==> config.mk <==
export PLATFORM = sky130hd
export DESIGN_NAME = dma_axis_bridge
export DESIGN_NICKNAME = d
export VERILOG_FILES = /design/src/rtl/dma_bus_pkg.sv /design/src/rtl/axis_pkg.sv /design/src/rtl/dma_req_queue.sv /design/src/rtl/dma_down_fsm.sv /design/src/rtl/dma_resp_mux.sv /design/src/rtl/dma_axis_bridge.sv
export SDC_FILE = /design/constraint.sdc
export NUM_CORES = 1
export LEC_CHECK = 0
export BUFFER_PORTS_ARGS = -buffer_cell sky130_fd_sc_hd__buf_4
export CORE_AREA = 5 5 108 100
export DETAILED_ROUTE_END_ITERATION = 12
export DIE_AREA = 0 0 113 105
export PLACE_DENSITY = 0.89
export SYNTH_ARGS = -nofsm -noshare
export SYNTH_HDL_FRONTEND = slang
export SYNTH_SLANG_ARGS = --single-unit
==> constraint.sdc <==
create_clock -name clk -period 3.99 [get_ports clk]
set_input_delay 0.399 -clock clk [delete_from_list [all_inputs] [get_ports clk]]
set_output_delay 0.399 -clock clk [all_outputs]
set_load 0.01 [all_outputs]
==> src/rtl/dma_bus_pkg.sv <==
//****************************************
// dma bus definitions
// engine bus word, control bit positions,
// request descriptor and sequencer phases
//****************************************

package dma_bus_pkg;

  localparam int DMA_DATA_W = 64;
  localparam int DMA_CTRL_W = 8;

  // one word on tohost or fromhost
  typedef struct packed {
    logic [DMA_DATA_W-1:0] data;
    logic [DMA_CTRL_W-1:0] ctrl;
  } dma_beat_t;

  // control bit positions
  localparam int CTRL_ACK_TAG  = 0;  // first ack word
  localparam int CTRL_LO_VALID = 2;
  localparam int CTRL_HI_VALID = 3;  // request end on tohost
  localparam int CTRL_REQ      = 4;
  localparam int CTRL_ACK_LEN  = 5;  // second ack word

  localparam logic [DMA_CTRL_W-1:0] CTRL_DATA =
    DMA_CTRL_W'((1 << CTRL_LO_VALID) | (1 << CTRL_HI_VALID));  // 8'h0C
  localparam logic [DMA_CTRL_W-1:0] CTRL_END_HALF =
    DMA_CTRL_W'((1 << CTRL_LO_VALID) | (1 << CTRL_REQ));  // 8'h14
  localparam logic [DMA_CTRL_W-1:0] CTRL_END_FULL =
    DMA_CTRL_W'((1 << CTRL_LO_VALID) | (1 << CTRL_HI_VALID) | (1 << CTRL_REQ));  // 8'h1C

  typedef struct packed {
    logic [3:0]  tag;     // request data 39..36
    logic [15:0] length;  // request data 15..0
  } dma_desc_t;

  localparam int REQ_QUEUE_DEPTH = 4;
  localparam int REQ_PTR_W       = $clog2(REQ_QUEUE_DEPTH);
  localparam int REQ_CNT_W       = $clog2(REQ_QUEUE_DEPTH + 1);

  typedef enum logic [1:0] {IDLE, ACK_TAG, ACK_LEN, DATA} down_phase_t;

endpackage

==> src/rtl/axis_pkg.sv <==
//****************************************
// axi-stream definitions
// payload beat as carried on the
// stream side of the bridge
//****************************************

package axis_pkg;

  localparam int AXIS_DATA_W = 64;
  localparam int AXIS_KEEP_W = AXIS_DATA_W / 8;

  // valid and ready travel separately
  typedef struct packed {
    logic [AXIS_DATA_W-1:0] tdata;
    logic [AXIS_KEEP_W-1:0] tkeep;
    logic                   tlast;  // transfer end
  } axis_beat_t;

endpackage

==> src/rtl/dma_req_queue.sv <==
//****************************************
// dma request queue
// catches first request words on tohost
// and keeps their descriptors in order
//****************************************
`timescale 1ns/1ps

module dma_req_queue
  import dma_bus_pkg::*;
(
  input  logic      clk,
  input  logic      rst_n,
  input  dma_beat_t req_beat,
  input  logic      req_valid,
  input  logic      req_pop,
  output dma_desc_t head,
  output logic      req_empty,
  output logic      req_almost_full
);

  dma_desc_t            mem [REQ_QUEUE_DEPTH];
  logic [REQ_PTR_W-1:0] wr_ptr;
  logic [REQ_PTR_W-1:0] rd_ptr;
  logic [REQ_CNT_W-1:0] count;
  logic                 first_word;
  logic                 push;
  logic                 pop;

  // first word of a request, second word has hi valid set
  assign first_word = req_valid && req_beat.ctrl[CTRL_REQ] && !req_beat.ctrl[CTRL_HI_VALID];
  assign push       = first_word && (count != REQ_CNT_W'(REQ_QUEUE_DEPTH));  // full drops it
  assign pop        = req_pop && !req_empty;

  always_ff @(posedge clk)
  begin
    if (push)
    begin
      mem[wr_ptr].tag    <= req_beat.data[39:36];
      mem[wr_ptr].length <= req_beat.data[15:0];
    end
  end

  always_ff @(posedge clk or negedge rst_n)
  begin
    if (!rst_n)
    begin
      wr_ptr <= '0;
      rd_ptr <= '0;
      count  <= '0;
    end
    else
    begin
      if (push)
        wr_ptr <= wr_ptr + 1'b1;
      if (pop)
        rd_ptr <= rd_ptr + 1'b1;
      case ({push, pop})
        2'b10:   count <= count + 1'b1;
        2'b01:   count <= count - 1'b1;
        default: count <= count;
      endcase
    end
  end

  assign head            = mem[rd_ptr];
  assign req_empty       = (count == '0);
  assign req_almost_full = (count >= REQ_CNT_W'(REQ_QUEUE_DEPTH - 1));

endmodule

==> src/rtl/dma_down_fsm.sv <==
//****************************************
// downstream sequencer
// pops one descriptor at a time and steps
// through tag ack, length ack and data
//****************************************
`timescale 1ns/1ps

module dma_down_fsm
  import dma_bus_pkg::*;
(
  input  logic        clk,
  input  logic        rst_n,
  input  dma_desc_t   head,
  input  logic        req_empty,
  input  logic        resp_accept,
  input  logic        data_done,
  output logic        req_pop,
  output down_phase_t phase,
  output dma_desc_t   desc
);

  down_phase_t phase_nxt;

  // only start a new request from idle
  assign req_pop = (phase == IDLE) && !req_empty;

  //****************************************
  // next phase
  //****************************************
  always_comb
  begin
    phase_nxt = phase;
    case (phase)
      IDLE:
      begin
        if (req_pop)
          phase_nxt = ACK_TAG;
      end
      ACK_TAG:
      begin
        // ack word is always valid here
        if (resp_accept)
          phase_nxt = ACK_LEN;
      end
      ACK_LEN:
      begin
        if (resp_accept)
          phase_nxt = DATA;
      end
      DATA:
      begin
        if (data_done)  // tlast beat went out
          phase_nxt = IDLE;
      end
      default:
      begin
        phase_nxt = IDLE;
      end
    endcase
  end

  //****************************************
  // phase and descriptor registers
  //****************************************
  always_ff @(posedge clk or negedge rst_n)
  begin
    if (!rst_n)
      phase <= IDLE;
    else
      phase <= phase_nxt;
  end

  // held for the whole transfer
  always_ff @(posedge clk)
  begin
    if (req_pop)
      desc <= head;
  end

endmodule

==> src/rtl/dma_resp_mux.sv <==
//****************************************
// fromhost response mux
// forms ack words and forwards stream
// beats with data or end control codes
//****************************************
`timescale 1ns/1ps

module dma_resp_mux
  import dma_bus_pkg::*;
  import axis_pkg::*;
(
  input  down_phase_t phase,
  input  dma_desc_t   desc,
  input  axis_beat_t  s_axis,
  input  logic        s_axis_tvalid,
  input  logic        resp_accept,
  output dma_beat_t   resp_beat,
  output logic        resp_valid,
  output logic        s_axis_tready,
  output logic        data_done
);

  logic [DMA_CTRL_W-1:0] end_code;

  // upper half of keep empty means only the low word is valid
  assign end_code = (s_axis.tkeep[AXIS_KEEP_W-1:AXIS_KEEP_W/2] == '0) ? CTRL_END_HALF
                                                                       : CTRL_END_FULL;

  always_comb
  begin
    resp_beat     = '0;
    resp_valid    = 1'b0;
    s_axis_tready = 1'b0;
    case (phase)
      ACK_TAG:
      begin
        resp_beat.data[7:4]           = desc.tag;
        resp_beat.ctrl[CTRL_ACK_TAG]  = 1'b1;
        resp_valid                    = 1'b1;
      end
      ACK_LEN:
      begin
        resp_beat.data[15:0]          = desc.length;
        resp_beat.ctrl[CTRL_ACK_LEN]  = 1'b1;
        resp_valid                    = 1'b1;
      end
      DATA:
      begin
        resp_beat.data = s_axis.tdata;
        resp_beat.ctrl = s_axis.tlast ? end_code : CTRL_DATA;
        resp_valid     = s_axis_tvalid;
        s_axis_tready  = resp_accept;  // stream stalls with the engine
      end
      default:
      begin
        resp_valid = 1'b0;
      end
    endcase
  end

  assign data_done = (phase == DATA) && s_axis_tvalid && s_axis_tready && s_axis.tlast;

endmodule

==> src/rtl/dma_axis_bridge.sv <==
//****************************************
// dma engine to axi-stream bridge
// downstream path: request queue,
// sequencer and fromhost response mux
//****************************************
`timescale 1ns/1ps

module dma_axis_bridge
  import dma_bus_pkg::*;
  import axis_pkg::*;
(
  input  logic       clk,
  input  logic       rst_n,
  // tohost requests
  input  dma_beat_t  req_beat,
  input  logic       req_valid,
  output logic       req_almost_full,
  // fromhost responses
  output dma_beat_t  resp_beat,
  output logic       resp_valid,
  input  logic       resp_accept,
  // payload stream
  input  axis_beat_t s_axis,
  input  logic       s_axis_tvalid,
  output logic       s_axis_tready
);

  dma_desc_t   head;
  dma_desc_t   desc;
  down_phase_t phase;
  logic        req_empty;
  logic        req_pop;
  logic        data_done;

  dma_req_queue dma_req_queue_i (
    .clk             (clk),
    .rst_n           (rst_n),
    .req_beat        (req_beat),
    .req_valid       (req_valid),
    .req_pop         (req_pop),
    .head            (head),
    .req_empty       (req_empty),
    .req_almost_full (req_almost_full)
  );

  dma_down_fsm dma_down_fsm_i (
    .clk         (clk),
    .rst_n       (rst_n),
    .head        (head),
    .req_empty   (req_empty),
    .resp_accept (resp_accept),
    .data_done   (data_done),
    .req_pop     (req_pop),
    .phase       (phase),
    .desc        (desc)
  );

  dma_resp_mux dma_resp_mux_i (
    .phase         (phase),
    .desc          (desc),
    .s_axis        (s_axis),
    .s_axis_tvalid (s_axis_tvalid),
    .resp_accept   (resp_accept),
    .resp_beat     (resp_beat),
    .resp_valid    (resp_valid),
    .s_axis_tready (s_axis_tready),
    .data_done     (data_done)
  );

endmodule

==> out/summary.md <==
After routing, the total negative slack on setup checks comes to 0 ns. The count of nets left with antenna violations once routing finished came out at 0. TritonCTS built the clock tree. The run gives 0 as the total count of hold-check failures in the final report. In this run the worst setup path terminates at resp_beat[18].

The most instantiated flip-flop cell in the synthesis netlist is sky130_fd_sc_hd__edfxtp_1. For this run, the top clock speed supported by timing is 0.3412 GHz. In the synthesized netlist, the cells that appear most often are sky130_fd_sc_hd__edfxtp_1 (100), sky130_fd_sc_hd__and2_1 (54), sky130_fd_sc_hd__mux4_2 (20). Share of layout cells above drive strength 1: 48.19%. The most critical setup path has its startpoint at dma_down_fsm_i.phase[1]. For this design, the sink count on the clock tree is 109. The number of global-route vias before repair was 3050; the number of buffers created by CTS was 9. Dividing the detail-routed wire length by the instance count gives 19.95 um. Across all setup checks in the final design, the least slack found is 1.059 ns. The chip height was 105 um. The startpoint class of the critical path was a register. STA puts the critical path data arrival time at 2.53 ns. Walking the worst path, the cells encountered are ha_1 > inv_1 > nor2_1 > a22o_1 > buf_4. The tools report the total routed wirelength as 11350 um. The maximum cell stage delay along the critical path is 0.84 ns, and the count of maximum capacitance violations is 0. The run finished with clean final reports. The tools report the clock skew after layout as 0.009549 ns. By startpoint and endpoint, the worst setup path is classified as reg2out. The initial utilization of the core area, before any placement, comes to 49.26%. The switching part of the total is 32.19%, and the clock edge transition at the registers on the reported setup and hold paths is 0.10 ns. The clock network accounts for 17.7% of the total power. Synthesis inferred 109 register bits. Internal power comes to 2.702 mW. Net count of the finished layout: 599. The clock passes through at most 2 buffers. The actual slew at the worst max-slew pin came out at 1.149 ns. Cell at the slowest stage of the critical path: sky130_fd_sc_hd__nor2_1. Unique cell type count in the Yosys netlist: 31.

Number of setup violations in the final report: 0. Initial antenna violation count: 1. For the number of max-slew violations in the final report, the log shows 0. Sequential cells were found to cover 69.08% of the synthesized design area. Slack of the worst reg-to-reg path: 1.44 ns. Setup repair after global routing left no endpoint under its margin. In this run the critical register-to-register path is launched from dma_down_fsm_i.phase[0].

225 I/O pins were placed. From synthesis to final layout, the design area changed by 34.35%. The shortest clock period the worst path allows after layout was 2.931 ns.

The cell area that synthesis handed to floorplanning was 4673 sq um. Depth of the worst register-to-register path: 9. The most common cell in the synthesized netlist is sky130_fd_sc_hd__edfxtp_1. After layout, the worst path uses 73.46% of the clock period.

STA classifies the critical path endpoint as an output port. The cell at the root of the clock tree was sky130_fd_sc_hd__clkbuf_8. STA puts the critical path data required time at 3.59 ns.

Entering global routing, the biggest net connects 53 pins. The logs give 4 for the number of search-and-repair iterations in the first detailed-routing pass and 34 for the floorplan row count. After floorplanning, the core was sized to cover 9487 sq um.

Prior to clock tree synthesis, the placed netlist has a worst setup slack of 1.410 ns. The HPWL after detailed placement was 8407 um; the top fanout value on the critical path was 12. The first global-routing pass estimated 17390 um of wire.

The tools report the yosys synthesis warning count as 0. The run gives 0.35 ns as the clock insertion delay at the later pin of the skew report. In the post-synthesis netlist, the biggest area contributors are sky130_fd_sc_hd__edfxtp_1 (64%), sky130_fd_sc_hd__mux4_2 (9.6%), sky130_fd_sc_hd__and2_1 (7.2%), sky130_fd_sc_hd__dfrtp_1 (4.8%), sky130_fd_sc_hd__ha_1 (2.9%). The finished layout holds 569 standard cells, fillers aside.

Counting tap cells, the placed design contains a total of 551 instances. Summed over all cells, the static leakage comes to 2.550 nW. Per report_power, the combinational group accounts for 41.7% of the total.

The power share of the sequential group is 40.6%, and the via count is 2933. Routability-driven placement finished with a final weighted congestion of 0.9559. The floorplan step defined a die boundary enclosing 11870 sq um.

For this run, design rule violations remaining after detail routing come to 0. The tools report the peak ir drop on the vdd network as 0.2999 mV. Post-CTS repair timing setup buffer count: 0.

The synthesized design contains 100 enable-type register cells. In this run the power spent charging and discharging nets is 1.283 mW. The port buffer count is 167, and the die boundary width is 113 um. The max-slew headroom at the worst pin is 23.37%.

In the routed layout, each cell is associated on average with a via count of 5.155. The area share of the leading cell type in the synthesized netlist was 64.26%; the total power divided by cell area was 634.7 nW/um^2. All-layer global routing usage: 19.36%. Summed over all layers, the global routing overflow is 0. The run gives 197 as the number of DRC markers after the initial detailed-route iteration. The tools report the endpoint of the lowest-slack register-to-register path as dma_req_queue_i.count[2]. The post-synthesis async set-or-reset flop share is 8.257%, and the H-tree depth is 3. Instance count of the mapped netlist: 268. The top cell type by total area after synthesis was sky130_fd_sc_hd__edfxtp_1. Dividing the synthesized area by the synthesized cell count gives 17.44 sq um. In this run the worst hold path is classified as in2reg.
per-stage QoR:
stage	area (sq um)	hold WS, ns	util (%)	power, mW
2_1_floorplan	4681	0.1034	-	2.613
3_3_place_gp	6036	0.2273	63.62	3.284
3_5_place_dp	6036	0.2314	63.62	3.334
4_1_cts	6276	0.2213	66.16	4.029
5_1_grt	6279	0.2132	66.18	4.251
6_report	6279	0.2379	66.18	3.985
power by group through the flow:
stage | logic (mW) | registers (mW) | clock network (mW)
CTS | 1.69 | 1.62 | 0.714
floorplan | 1.03 | 1.58 | 0
detailed placement | 1.69 | 1.65 | 0
finish | 1.66 | 1.62 | 0.706
global route | 1.83 | 1.64 | 0.780
global placement | 1.65 | 1.63 | 0
placed cells by master, fill, tap and decap left out, drive strengths merged:
cell type,count
a21o,1
a21oi,2
a222oi,4
a22o,12
a311oi,1
and2,54
and3,1
buf,170
clkbuf,13
clkinv,1
conb,3
dfrtp,9
diode,1
dlygate4sd3,1
edfxtp,100
fa,1
ha,11
inv,11
mux2,2
mux2i,1
mux4,20
nand2,3
nor2,9
nor3,1
nor4,1
o21ai,1
o221ai,1
o31a,1
or4b,1
xnor2,3
xor2,3
registers in the layout, summed over array words and instances (netlist names):
name / count
dma_req_queue_i.mem: 80
dma_down_fsm_i.desc: 20
dma_req_queue_i.count: 3
dma_down_fsm_i.phase: 2
dma_req_queue_i.rd_ptr: 2
dma_req_queue_i.wr_ptr: 2
worst max-delay path: cells and delay by family, from the launching register on:
family          cells  cell delay (ns)
buf+inv             2             0.26
flops               1             0.43
compound gates      1             0.27
fa+ha+maj           1             0.37
simple gates        1             0.84
cells by family (layout without fill, tap and decap cells):
| family | count (synthesis) | count (layout) | synth area share [%] |
|---|---|---|---|
| simple gates | 70 | 70 | 8.808 |
| xor+xnor | 6 | 6 | 1.125 |
| compound gates | 23 | 23 | 4.712 |
| buf+inv | 24 | 196 | 2.409 |
| fa+ha+maj | 12 | 12 | 3.373 |
| mux | 23 | 23 | 10.41 |
| flops | 109 | 109 | 69.08 |
| other cells | 1 | 4 | 0.08024 |
final cells by class:
cell class / instances / area [sq um]
Sequential cell: 109 / 3228
Multi-Input combinational cell: 137 / 1340
Timing Repair Buffer: 171 / 1286
Antenna cell: 1 / 2.502
Inverter: 9 / 33.78
Clock buffer: 13 / 212.7
Tap cell: 126 / 157.7
Clock inverter: 3 / 17.52
Fill cell: 668 / 3208
how the worst min path moves through the flow:
| stage | depth (start not counted) | startpoint | endpoint | slack [ns] |
|---|---|---|---|---|
| 2_1_floorplan | 0 | rst_n | dma_down_fsm_i.phase[0] | 0.10 |
| 3_3_place_gp | 1 | rst_n | dma_req_queue_i.count[2] | 0.23 |
| 3_5_place_dp | 1 | rst_n | dma_req_queue_i.count[2] | 0.23 |
| 4_1_cts | 1 | req_beat[20] | dma_req_queue_i.mem[0][12] | 0.22 |
| 5_1_grt | 1 | req_beat[20] | dma_req_queue_i.mem[0][12] | 0.21 |
| 6_report | 1 | req_beat[21] | dma_req_queue_i.mem[2][13] | 0.24 |
routing by layer:
metal,global-route usage [%],vias to the layer above,routed length (um)
met5,0,-,0
met4,7.210,0,211
met3,4.162,16,805
met2,34.35,121,6048
met1,23.12,1447,4284
li1,-,1349,-
timing repair:
item                                   CTS  global route
endpoints found under the hold margin    9             0
gates resized for setup                  0             0
hold buffers                             1             0
No activity file was read; power rests on OpenSTA's default activity.
